File: config.mk
export PLATFORM = sky130hd
export DESIGN_NAME = mem_port
export DESIGN_NICKNAME = d
export VERILOG_FILES = /design/src/hw/lsu_pkg.sv /design/src/hw/mem_port.sv
export SDC_FILE = /design/constraint.sdc
export NUM_CORES = 1
export LEC_CHECK = 0
export ABC_AREA = 1
export BUFFER_PORTS_ARGS = -buffer_cell sky130_fd_sc_hd__clkbuf_2
export CORE_MARGIN = 2
export CORE_UTILIZATION = 42
export CTS_BUF_LIST = sky130_fd_sc_hd__clkbuf_8 sky130_fd_sc_hd__clkbuf_16
export DETAILED_ROUTE_END_ITERATION = 10
export PLACE_DENSITY = 0.88
export SYNTH_ARGS = -nofsm -noshare
export SYNTH_HDL_FRONTEND = slang
export SYNTH_SLANG_ARGS = --single-unit
File: constraint.sdc
create_clock -name clk -period 2.2 [get_ports clk]
set_clock_uncertainty 0.05 [all_clocks]
set_input_delay 0.11 -clock clk [delete_from_list [all_inputs] [get_ports clk]]
set_output_delay 0.11 -clock clk [all_outputs]
set_load 0.05 [all_outputs]
File: src/hw/lsu_pkg.sv
package lsu_pkg;

    // integer load/store operations
    typedef enum logic [2:0] {
        op_lb  = 3'd0,
        op_lh  = 3'd1,
        op_lw  = 3'd2,
        op_lbu = 3'd3,
        op_lhu = 3'd4,
        op_sb  = 3'd5,
        op_sh  = 3'd6,
        op_sw  = 3'd7
    } mem_op_e;

    typedef logic [31:0] word_t;

    // bit n enables byte lane n
    typedef logic [3:0] byte_en_t;

    function automatic logic op_is_store(input mem_op_e op);
        return (op == op_sb) || (op == op_sh) || (op == op_sw);
    endfunction

    // access width in bytes
    function automatic logic [2:0] op_size_bytes(input mem_op_e op);
        case (op)
            op_lb, op_lbu, op_sb: return 3'd1;
            op_lh, op_lhu, op_sh: return 3'd2;
            default:              return 3'd4;
        endcase
    endfunction

endpackage
File: src/hw/mem_port.sv
module mem_port
    import lsu_pkg::*;
#(
    parameter int mem_words = 1024,
    parameter int addr_w    = 10
) (
    input  logic              clk,
    input  logic              reset,
    input  logic              psel,
    input  logic              penable,
    input  mem_op_e           op,
    input  logic [31:0]       paddr,
    input  word_t             pwdata,
    output word_t             prdata,
    output logic              pready,
    output logic              pslverr,
    output logic              req,
    output logic              we,
    output byte_en_t          be,
    output logic [addr_w-1:0] word_addr,
    output word_t             wdata,
    input  logic              gnt,
    input  logic              rvalid,
    input  word_t             rdata
);

    logic       access;
    logic [2:0] size;
    logic       misaligned;
    logic       out_of_range;
    logic       legal;
    logic       wait_q;
    logic       err_q;
    mem_op_e    op_q;
    logic [1:0] off_q;
    word_t      lane;

    assign access = psel && penable;
    assign size   = op_size_bytes(op);

    always_comb begin
        case (size)
            3'd1:    misaligned = 1'b0;
            3'd2:    misaligned = paddr[0];
            default: misaligned = |paddr[1:0];
        endcase
    end

    assign out_of_range = {2'b00, paddr[31:2]} >= 32'(mem_words);
    assign legal        = !misaligned && !out_of_range;

    // only one request outstanding, dropped once granted
    assign req       = access && legal && !wait_q;
    assign we        = op_is_store(op);
    assign word_addr = paddr[addr_w+1:2];

    // lane enables and replicated store data
    always_comb begin
        case (op)
            op_sb: begin
                be    = byte_en_t'(4'b0001 << paddr[1:0]);
                wdata = {4{pwdata[7:0]}};
            end
            op_sh: begin
                be    = paddr[1] ? 4'b1100 : 4'b0011;
                wdata = {2{pwdata[15:0]}};
            end
            op_sw: begin
                be    = 4'b1111;
                wdata = pwdata;
            end
            default: begin
                be    = 4'b0000;
                wdata = pwdata;
            end
        endcase
    end

    always_ff @(posedge clk) begin
        if (reset) begin
            wait_q <= 1'b0;
            err_q  <= 1'b0;
        end else begin
            if (gnt) begin
                wait_q <= 1'b1;
            end else if (rvalid) begin
                wait_q <= 1'b0;
            end
            // error completes one cycle into the access phase
            err_q <= access && !legal && !err_q;
        end
    end

    // remember how to pick the load lane
    always_ff @(posedge clk) begin
        if (gnt) begin
            op_q  <= op;
            off_q <= paddr[1:0];
        end
    end

    assign lane = rdata >> {off_q, 3'b000};

    always_comb begin
        if (err_q) begin
            prdata = '0;
        end else begin
            case (op_q)
                op_lb:   prdata = {{24{lane[7]}}, lane[7:0]};
                op_lbu:  prdata = {24'b0, lane[7:0]};
                op_lh:   prdata = {{16{lane[15]}}, lane[15:0]};
                op_lhu:  prdata = {16'b0, lane[15:0]};
                op_lw:   prdata = rdata;
                default: prdata = '0;
            endcase
        end
    end

    assign pready  = rvalid || err_q;
    assign pslverr = err_q;

endmodule

==> results.json <==
{
  "crit_required_ns": 2.04,
  "numCtsBuffers": 3,
  "synthesis.area_um2": 2147,
  "multi_input_comb_area_um2": 1444,
  "synthMuxAreaShare_pct": 0,
  "start_util_pct": 42.86,
  "drtPass1Iterations": 4,
  "seq_area_um2": 190.2,
  "end_kind": "output pin",
  "worstHoldStart": "reset",
  "synth_ff_type": "edfxtp_1",
  "num_antenna_cells": 0,
  "cts_buffer_depth": 2,
  "die_area_um2": 5700,
  "die_x_um": 75.50,
  "setup_violations": 0,
  "ant_nets": 0,
  "cts_root_buffer": "clkbuf_8",
  "crit_slowest_cell": "edfxtp_1",
  "syn_inst": 433,
  "async_reset_ff_share_pct": 0,
  "wl_per_cell_um": 11.49,
  "crit_chain": "buf_4, nand2_1, nand3_1, nand3_2, buf_4, nand3_1, nand2_1, inv_1, clkbuf_2",
  "cts_tree": "yes",
  "worst-path-max-fanout": 24,
  "drt_wl_total_mm": 7.414,
  "drc": 0,
  "port_buffers": 166,
  "grt_overflow": 0,
  "area_delta_synth_final_pct": 46.97,
  "outcome": "finished clean",
  "synth_fa_ha_area_share_pct": 0.5828,
  "worstMarginPinSlew_ns": 0.5299,
  "max_stage_delay_ns": 0.45,
  "drt_iter0_drc": 121,
  "hold_end": "wait_q",
  "rr_endpoint": "pslverr",
  "grt_pass1_vias": 2918,
  "antenna_found_initial": 0,
  "num_vias": 3117,
  "viasPerCell": 4.833,
  "die_y_um": 75.50,
  "p_leak_uw": 0.002088,
  "synth_compound_area_share_pct": 12.18,
  "io_pins": 187,
  "synthXorXnorAreaFrac_pct": 0,
  "crit_arrival_ns": 1.91,
  "setup_tns_ns": 0,
  "powerDensity_nw_per_um2": 471.6,
  "synth_seq_cells": 7,
  "grt_max_degree": 33,
  "clk_pin_slew_worst_paths_ns": 0.04,
  "path_buf_inv": 4,
  "fill_cells": 512,
  "synth_fp_nets": 539,
  "ys_seq_area_share_pct": 8.858,
  "setup_slack_ns": 0.1338,
  "path_delay_family": "buffers and inverters",
  "synth_edf_count": 5,
  "rsz0062_at_grt": "false",
  "hold_path.class": "in -> reg",
  "relSlewSlack_pct": 64.59,
  "ir_worst_vdd_v": 0.0002707,
  "synth_top_family_by_area": "simple AND/OR/NAND/NOR gates",
  "fmax_mhz": 484.0,
  "std_cell_rows": 26,
  "gp_congestion": 1.016,
  "ys_types": 27,
  "final_cell_mix": "nand2_1 (162), clkbuf_2 (150), inv_1 (67), nand3_1 (43), nor2_1 (42)",
  "cts_max_level": 1,
  "synth_area_per_cell_um2": 4.959,
  "mostFrequentLayoutCell": "nand2_1",
  "hold_viol": 0,
  "maxCapViolations": 0,
  "place_ws_ns": 0.3030,
  "cts_sinks": 7,
  "final_nets": 682,
  "post-dp-hpwl_mm": 6.194,
  "yosys_warnings": 0,
  "place_inst": 640,
  "stdcell_count": 645,
  "reg2reg_depth": 3,
  "rrSetupSlack_ns": 1.26,
  "period_share_pct": 93.92,
  "grt_use_total_pct": 25.87,
  "grt_pass1_wl_mm": 11.72,
  "clk_latency_ns": 0.22,
  "rr_startpoint": "pslverr",
  "holdPathStages": 2,
  "drive_above_1_share_pct": 34.78,
  "drv_slew": 0,
  "startpoint_type": "flip-flop",
  "crit_type": "reg -> out",
  "core_area_um2": 5010,
  "fin_crit_ns": 2.066,
  "synth-simple-area-share_pct": 54.08
}
-- registers in the layout (all words and copies together) (netlist names) --
| register | cells |
|---|---|
| off_q | 2 |
| op_q | 3 |
| pslverr | 1 |
| wait_q | 1 |
-- routing by layer --
metal / track usage (%) / up-vias / routed length (um)
li1: - / 1599 / -
met1: 26.34 / 1340 / 2635
met2: 48.31 / 157 / 3854
met3: 7.672 / 21 / 733
met4: 11.70 / 0 / 191
met5: 0 / - / 0
-- worst register-to-register path, stage by stage, from the launching register on --
cell and delay (ns):
dfxtp_1 0.55, nor2_1 0.10, nand3_1 0.08, nor2_1 0.05
-- through the flow --
stage,cell area [um^2],hold WS [ns],power (uW),util (%)
CTS,3142,0.01730,1491,62.71
global route,3156,0.02054,1590,62.99
finish,3156,0.02199,1488,62.99
detailed placement,3097,0.1703,1315,61.81
floorplan,2152,0.1324,991.1,-
global placement,3097,0.1703,1300,61.81
-- what timing repair did --
item | in CTS | in global routing
gates resized for setup | 0 | 3
setup endpoints to repair | 0 | 12
hold buffers | 0 | 0
buffers inserted | 0 | 1
-- how the worst max path moves through the flow --
stage | startpoint | endpoint | cells past startpoint
after detailed placement | off_q[0] | prdata[28] | 9
after global routing | off_q[0] | prdata[22] | 9
after floorplan | op[2] | req | 10
after CTS | off_q[0] | prdata[28] | 9
final | off_q[0] | prdata[11] | 9
after global placement | off_q[0] | prdata[9] | 9
-- synth_stat cells (all sizes together) (2+ instances only) --
| library cell | number | area (um^2) |
|---|---|---|
| clkbuf | 7 | 26.28 |
| edfxtp | 5 | 150.1 |
| nor2 | 43 | 168.9 |
| buf | 30 | 232.7 |
| nor3 | 2 | 15.01 |
| nand3 | 54 | 325.3 |
| dfxtp | 2 | 40.04 |
| nand2 | 165 | 631.9 |
| o21ai | 34 | 170.2 |
| o31ai | 2 | 15.01 |
| inv | 69 | 259.0 |
| a21oi | 14 | 70.07 |
-- layout make-up --
class | count | share of cell area (%)
Sequential cell | 7 | 6.027
Tap cell | 70 | 2.776
Inverter | 70 | 8.406
Timing Repair Buffer | 175 | 35.61
Multi-Input combinational cell | 319 | 45.76
Clock inverter | 1 | 0.1190
Clock buffer | 3 | 1.308
-- cells by family (layout without fill, tap and decap cells) --
| family | after synthesis | after routing |
|---|---|---|
| DFF | 7 | 7 |
| adders and majority gates | 1 | 1 |
| and+or+nand+nor | 267 | 267 |
| AOI/OAI and AO/OA | 51 | 51 |
| buffers and inverters | 107 | 249 |
-- where the power goes --
group / total [uW] / leakage [uW] / switching [uW] / internal (uW)
clock: 171 / 0.0000269 / 50.7 / 120
sequential: 164 / 0.0000655 / 10.8 / 153
combinational: 1150 / 0.00200 / 793 / 361
total: 1490 / 0.00209 / 855 / 633
Power figures use the tool's default switching activity.
