### src/hw/arb_pkg.sv
package arb_pkg;

    // busy means one memory access is in flight
    typedef enum logic {
        arb_idle = 1'b0,
        arb_busy = 1'b1
    } arb_state_e;

    // requester index for grant and round-robin pointer
    typedef logic port_idx_t;

endpackage

### src/hw/lsu_pkg.sv
package lsu_pkg;

    // integer load/store operations
    typedef enum logic [2:0] {
        op_lb  = 3'd0,
        op_lh  = 3'd1,
        op_lw  = 3'd2,
        op_lbu = 3'd3,
        op_lhu = 3'd4,
        op_sb  = 3'd5,
        op_sh  = 3'd6,
        op_sw  = 3'd7
    } mem_op_e;

    typedef logic [31:0] word_t;

    // bit n enables byte lane n
    typedef logic [3:0] byte_en_t;

    function automatic logic op_is_store(input mem_op_e op);
        return (op == op_sb) || (op == op_sh) || (op == op_sw);
    endfunction

    // access width in bytes
    function automatic logic [2:0] op_size_bytes(input mem_op_e op);
        case (op)
            op_lb, op_lbu, op_sb: return 3'd1;
            op_lh, op_lhu, op_sh: return 3'd2;
            default:              return 3'd4;
        endcase
    endfunction

endpackage
### src/hw/mem_arbiter.sv
module mem_arbiter
    import lsu_pkg::*;
    import arb_pkg::*;
#(
    parameter int addr_w = 10
) (
    input  logic              clk,
    input  logic              reset,
    input  logic              req_0,
    input  logic              we_0,
    input  byte_en_t          be_0,
    input  logic [addr_w-1:0] addr_0,
    input  word_t             wdata_0,
    input  logic              req_1,
    input  logic              we_1,
    input  byte_en_t          be_1,
    input  logic [addr_w-1:0] addr_1,
    input  word_t             wdata_1,
    output logic              gnt_0,
    output logic              gnt_1,
    output logic              rvalid_0,
    output logic              rvalid_1,
    output word_t             rdata,
    output logic              mem_en,
    output logic              mem_we,
    output byte_en_t          mem_be,
    output logic [addr_w-1:0] mem_addr,
    output word_t             mem_wdata,
    input  word_t             mem_rdata
);

    arb_state_e state;
    port_idx_t  ptr;
    port_idx_t  owner;
    port_idx_t  winner;

    // pointer breaks ties, otherwise the lone requester wins
    always_comb begin
        if (req_0 && req_1) begin
            winner = ptr;
        end else begin
            winner = req_1 ? 1'b1 : 1'b0;
        end
    end

    assign mem_en = (state == arb_idle) && (req_0 || req_1);
    assign gnt_0  = mem_en && (winner == 1'b0);
    assign gnt_1  = mem_en && (winner == 1'b1);

    assign mem_we    = winner ? we_1    : we_0;
    assign mem_be    = winner ? be_1    : be_0;
    assign mem_addr  = winner ? addr_1  : addr_0;
    assign mem_wdata = winner ? wdata_1 : wdata_0;

    always_ff @(posedge clk) begin
        if (reset) begin
            state <= arb_idle;
            ptr   <= 1'b0;
            owner <= 1'b0;
        end else begin
            case (state)
                arb_idle: begin
                    if (mem_en) begin
                        state <= arb_busy;
                        owner <= winner;
                        ptr   <= ~winner;
                    end
                end
                default: state <= arb_idle;
            endcase
        end
    end

    // read data lands during the busy cycle
    assign rvalid_0 = (state == arb_busy) && (owner == 1'b0);
    assign rvalid_1 = (state == arb_busy) && (owner == 1'b1);
    assign rdata    = mem_rdata;

endmodule

### config.mk
export PLATFORM = sky130hd
export DESIGN_NAME = mem_arbiter
export DESIGN_NICKNAME = d
export VERILOG_FILES = /design/src/hw/arb_pkg.sv /design/src/hw/lsu_pkg.sv /design/src/hw/mem_arbiter.sv
export SDC_FILE = /design/constraint.sdc
export NUM_CORES = 1
export LEC_CHECK = 0
export BUFFER_PORTS_ARGS = -buffer_cell sky130_fd_sc_hd__buf_2
export CAP_MARGIN = 0
export CORE_AREA = 2 2 84 86
export CTS_BUF_LIST = sky130_fd_sc_hd__clkbuf_4 sky130_fd_sc_hd__clkbuf_8
export DETAILED_ROUTE_END_ITERATION = 16
export DIE_AREA = 0 0 86 88
export PLACE_DENSITY = 0.59
export SYNTH_ARGS = -nofsm -noshare
export SYNTH_HDL_FRONTEND = slang
export SYNTH_SLANG_ARGS = --single-unit
### constraint.sdc
create_clock -name clk -period 3.2 [get_ports clk]
set_input_delay 0.16 -clock clk [delete_from_list [all_inputs] [get_ports clk]]
set_output_delay 0.16 -clock clk [all_outputs]
set_load 0.02 [all_outputs]
==> summary.txt, run 1 <==
status -> completed
clock latency on the worst-skew pair -> 0.21 ns
count of pins on the block boundary -> 214
Max-Slew Margin vs Limit -> 55.3%
number of buffers inserted by hold repair at cts -> 0
prevailing post-synth register cell -> sky130_fd_sc_hd__dfxtp_1
Total GRT Usage -> 7.76%
Req. time, crit path -> 3.04 ns
Mapped Nets -> 232
number of buffers inserted by post-CTS setup repair -> 0
RePlAce Congestion -> 0.658
post-route DRC violation count -> 0
VDD IR max -> 0.0926 mV
total wirelength of the detailed-routed design -> 3520 um
worst setup path class -> reg2out
fraction of layout cells with a size suffix above 1 -> 92.7%
Hold Path Class -> in2reg
Max Fanout on Critical Path -> 28
Clock Skew -> 0.00218 ns
count of clock tree sinks -> 3
initial drt markers -> 5
HPWL after DPL -> 3140 um
total grt overflow -> 0
number of flops mapped to enable cells by yosys -> 0
Post-Syn Instances -> 102
crit path time final -> 2.19 ns
number of nets at the end of the flow -> 350
initial antenna violation count -> 0
TritonCTS clock tree -> yes
Antenna Diode Count -> 0
highest attainable clock frequency -> 0.456 GHz
Period Utilization, post-route -> 68.6%
clock transition at the registers of the reported paths -> 0.03 ns
Tightest Pin Transition -> 0.668 ns
Max-Cap Viols -> 0
number of max-slew violations in the final report -> 0
detailed-router iteration count before antenna repair -> 4
power density relative to cell area -> 275 nW/um^2
first-pass GRT wire length -> 4450 um
FFs w/ async S/R, synth -> 0%
pin count of the biggest net entering global routing -> 29
average vias per placed instance -> 3.97
signed area change from the synthesized netlist to the final layout -> 61.4%
post_cts resized -> 0
synthesized area -> 1030 um^2
share of synthesized area occupied by flip-flops and latches -> 5.85%
synthesis-stage register bit count -> 3
buffer depth of the longest clock path -> 2
Netlist cell types -> 16
endpoint class of the critical path -> primary output
core outline area -> 6640 um^2
type of element launching the critical path -> flip-flop
Die Outline Area -> 7570 um^2
CTS buffer count -> 3
vias in the first global route -> 971
site row count -> 30
number of hold-slack violations in the final timing report -> 0
RSZ-0062 raised after global routing -> false
arrival time at the worst endpoint -> 2.03 ns
register-to-register path setup slack -> 2.33 ns
H-tree lvl count -> 1
final cell area excluding filler cells -> 1660 um^2
starting density of the core -> 15.5%
remaining number of nets flagged by the antenna check after routing -> 0
post-placement cell area -> 1610 um^2
number of buffer cells added on primary ports -> 149
Avg Cell Area, Syn -> 10.1 um^2
vias -> 1188
number of endpoints failing setup at the final stage -> 0
width of the die -> 86 um
yosys warns -> 0
buffer cell driving the clock tree root -> sky130_fd_sc_hd__clkbuf_8
leakage power figure -> 0.963 nW
height of the chip -> 88 um
Total Neg Setup Slack -> 0 ns
Wirelength per Cell -> 11.8 um
most frequent cells in the layout -> sky130_fd_sc_hd__buf_2 (149), sky130_fd_sc_hd__mux2_2 (28), sky130_fd_sc_hd__mux2_4 (19)
most frequent standard cell in the layout excluding fill and tap cells -> sky130_fd_sc_hd__buf_2
filler cell count -> 724
[flip-flops by register name (all words and copies together) (netlist names)]
name   count
state      1
owner      1
ptr        1
[synthesized netlist by cell type, types with 2 or more instances]
library cell,n,area (um^2)
sky130_fd_sc_hd__dfxtp_1,3,60.1
sky130_fd_sc_hd__mux2_2,28,315
sky130_fd_sc_hd__a21oi_1,2,10.0
sky130_fd_sc_hd__buf_6,3,33.8
sky130_fd_sc_hd__mux2_4,19,285
sky130_fd_sc_hd__buf_4,32,240
sky130_fd_sc_hd__buf_2,2,10.0
sky130_fd_sc_hd__nor2_1,5,18.8
[cells by family (layout without fill, tap and decap cells)]
kind of cell,Yosys count,after routing,share of synthesized area [%]
AOI/OAI and AO/OA,4,4,2.68
buffers and inverters,38,155,28.0
DFF,3,3,5.85
muxes,47,47,58.5
and+or+nand+nor,10,10,4.99
[power by group]
| group | switching (mW) | internal (mW) | leakage (nW) | total [mW] |
|---|---|---|---|---|
| Combinational | 0.145 | 0.150 | 0.912 | 0.295 |
| Clock | 0.0235 | 0.0932 | 0.0262 | 0.117 |
| Sequential | 0.00285 | 0.0408 | 0.0249 | 0.0437 |
[through the flow]
stage	cells	total power [mW]	setup slack (ns)	hold slack [ns]	utilization, %
finish	299	0.456	1.01	0.147	25.0
global placement	295	0.341	1.25	0.320	24.2
floorplan	102	0.288	1.83	0.232	-
CTS	299	0.465	0.961	0.139	25.0
detailed placement	295	0.344	1.20	0.320	24.2
global route	299	0.486	0.881	0.138	25.0
[worst paths after layout]
check,start,to,depth (start not counted)
setup / recovery,ptr$_SDFFE_PP0P_,mem_be[0],5
hold / removal,reset,owner$_SDFFE_PP0P_,2
setup reg to reg,ptr$_SDFFE_PP0P_,owner$_SDFFE_PP0P_,3
hold reg to reg,ptr$_SDFFE_PP0P_,ptr$_SDFFE_PP0P_,1
[metal layers]
layer  GRT usage [%]  share of wire [%]  vias up
met1            6.70                 29      493
met3            2.26                 15       12
met5               0                  0        -
li1                -                  -      560
met2            16.1                 54      123
met4            3.46                2.1        0
[critical path, stage by stage, from the launching register on]
cell	delay, ns
sky130_fd_sc_hd__dfxtp_1	0.32
sky130_fd_sc_hd__nand2b_2	0.19
sky130_fd_sc_hd__nand2_2	0.50
sky130_fd_sc_hd__buf_12	0.27
sky130_fd_sc_hd__mux2_2	0.35
sky130_fd_sc_hd__buf_2	0.16
[cell type report]
type	instances	area [um^2]	share of cell area, %
repair buffers	150	766	46.2
multi-input cells	61	679	41.0
well taps	80	100	6.04
flip-flops and latches	3	60.1	3.62
clock buffers	4	48.8	2.94
inverters	1	3.75	0.226
Power figures use the tool's default switching activity.
==> run 2: changes to the inputs <==
--- a/config.mk
+++ b/config.mk
@@ -7,11 +7,11 @@
 export LEC_CHECK = 0
 export BUFFER_PORTS_ARGS = -buffer_cell sky130_fd_sc_hd__buf_2
 export CAP_MARGIN = 0
-export CORE_AREA = 2 2 84 86
+export CORE_AREA = 2 2 83 85
 export CTS_BUF_LIST = sky130_fd_sc_hd__clkbuf_4 sky130_fd_sc_hd__clkbuf_8
 export DETAILED_ROUTE_END_ITERATION = 16
-export DIE_AREA = 0 0 86 88
-export PLACE_DENSITY = 0.59
+export DIE_AREA = 0 0 85 87
+export PLACE_DENSITY = 0.62
 export SYNTH_ARGS = -nofsm -noshare
 export SYNTH_HDL_FRONTEND = slang
 export SYNTH_SLANG_ARGS = --single-unit
==> constraint.sdc (replaced) <==
create_clock -name clk -period 1.98 [get_ports clk]
set_input_delay 0.099 -clock clk [delete_from_list [all_inputs] [get_ports clk]]
set_output_delay 0.099 -clock clk [all_outputs]
set_load 0.02 [all_outputs]
==> run 2 against run 1 <==
Utilization grew 0.29 points; sequential power grew 62%; non-clock buffer count is the same; worst setup slack lost 0.77 ns.
==> summary.txt, run 2 (synthesized netlist as in run 1, its figures left out) <==
Req. time, crit path -> 1.88 ns
site row count -> 30
vias -> 1168
signed area change from the synthesized netlist to the final layout -> 61.4%
setup ws final -> 0.236 ns
vias in the first global route -> 1001
clock transition at the registers of the reported paths -> 0.03 ns
Max-Cap Viols -> 0
most frequent cells in the layout -> sky130_fd_sc_hd__buf_2 (149), sky130_fd_sc_hd__mux2_2 (28), sky130_fd_sc_hd__mux2_4 (19)
status -> completed
average vias per placed instance -> 3.91
number of max-slew violations in the final report -> 0
Post-Layout Cell Count -> 299
Tightest Pin Transition -> 0.281 ns
width of the die -> 85 um
initial drt markers -> 14
crit path time final -> 1.74 ns
post_cts resized -> 0
number of buffers inserted by post-CTS setup repair -> 0
starting density of the core -> 15.6%
HPWL after DPL -> 3380 um
first-pass GRT wire length -> 5120 um
count of pins on the block boundary -> 214
launch point of the worst path -> ptr$_SDFFE_PP0P_
leakage power figure -> 0.963 nW
grt met1 use -> 10.7%
largest registers in the final layout -> owner x1, ptr x1, state x1
Period Utilization, post-route -> 88.1%
number of buffers inserted by hold repair at cts -> 0
height of the chip -> 87 um
slowest cell on the critical path -> sky130_fd_sc_hd__mux2_2
Total Neg Setup Slack -> 0 ns
count of clock tree sinks -> 3
TritonCTS clock tree -> yes
CTS buffer count -> 3
number of endpoints failing setup at the final stage -> 0
placed insts -> 295
most frequent standard cell in the layout excluding fill and tap cells -> sky130_fd_sc_hd__buf_2
Wirelength per Cell -> 12.7 um
remaining number of nets flagged by the antenna check after routing -> 0
worst setup path class -> reg2out
type of element launching the critical path -> flip-flop
critical path's largest stage delay -> 0.39 ns
busiest metal layer after global routing -> met2
highest attainable clock frequency -> 0.573 GHz
arrival time at the worst endpoint -> 1.65 ns
Clock Skew -> 0.000110 ns
Die Outline Area -> 7400 um^2
buffer depth of the longest clock path -> 2
fraction of layout cells with a size suffix above 1 -> 92.7%
Hold Path Class -> in2reg
chain of cells forming the critical path -> nand2b_2, nand2_2, buf_12, mux2_2, buf_2
worst hold-check slack -> 0.0800 ns
total grt overflow -> 0
core outline area -> 6570 um^2
Worst Hold Launch -> reset
clock latency on the worst-skew pair -> 0.22 ns
Total GRT Usage -> 8.96%
number of hold-slack violations in the final timing report -> 0
initial antenna violation count -> 0
buffer cell driving the clock tree root -> sky130_fd_sc_hd__clkbuf_8
RSZ-0062 raised after global routing -> false
H-tree lvl count -> 1
post-route DRC violation count -> 0
routing usage on met3 -> 1.80%
endpoint class of the critical path -> primary output
total wirelength of the detailed-routed design -> 3800 um
worst setup slack before clock tree synthesis -> 0.441 ns
worst reg2reg startpoint -> ptr$_SDFFE_PP0P_
met2 Track Usage GR -> 15.5%
Max Fanout on Critical Path -> 48
VDD IR max -> 0.155 mV
detailed-router iteration count before antenna repair -> 4
number of nets at the end of the flow -> 350
Max-Slew Margin vs Limit -> 81.3%
power density relative to cell area -> 447 nW/um^2
number of buffer cells added on primary ports -> 149
Antenna Diode Count -> 0
RePlAce Congestion -> 0.691
pin count of the biggest net entering global routing -> 49
[run 2: cell counts in the layout (fill, tap and decap cells not counted)]
No cell type changed its count.
[run 2: area by class of cell]
| type | count | area [um^2] |
|---|---|---|
| clock buffers | 4 | 48.8 |
| fillers | 725 | 4910 |
| inverters | 1 | 3.75 |
| multi-input cells | 61 | 679 |
| flip-flops and latches | 3 | 60.1 |
| well taps | 80 | 100 |
| repair buffers | 150 | 766 |
[run 2: power by group]
group          leakage (nW)  internal (mW)  switching [mW]
Clock                0.0262          0.151          0.0406
Sequential           0.0249         0.0660         0.00471
Combinational         0.912          0.243           0.236
[run 2: path summary, 6_finish.rpt]
kind / slack, ns / end / depth (start not counted)
worst max-delay path: 0.24 / mem_wdata[9] / 5
worst min-delay path: 0.08 / owner$_SDFFE_PP0P_ / 2
worst max register to register: 1.12 / owner$_SDFFE_PP0P_ / 3
worst min register to register: 0.51 / ptr$_SDFFE_PP0P_ / 1
[run 2: critical path, delay by kind of cell (launching register included)]
family	cells	cell delay (ns)
buffers and inverters	2	0.43
muxes	1	0.39
DFF	1	0.32
and+or+nand+nor	2	0.28
[run 2: per-stage QoR]
stage,area [um^2],util (%),total power [mW]
4_1_cts,1660,25.2,0.752
5_1_grt,1660,25.2,0.785
6_report,1660,25.2,0.742
3_3_place_gp,1610,24.5,0.552
3_5_place_dp,1610,24.5,0.556
2_1_floorplan,1030,-,0.465
[run 2: routing by layer]
layer | share of wire [%] | routed length [um]
met4 | 2.1 | 78
met5 | 0 | 0
met3 | 12 | 472
met2 | 46 | 1740
met1 | 40 | 1510
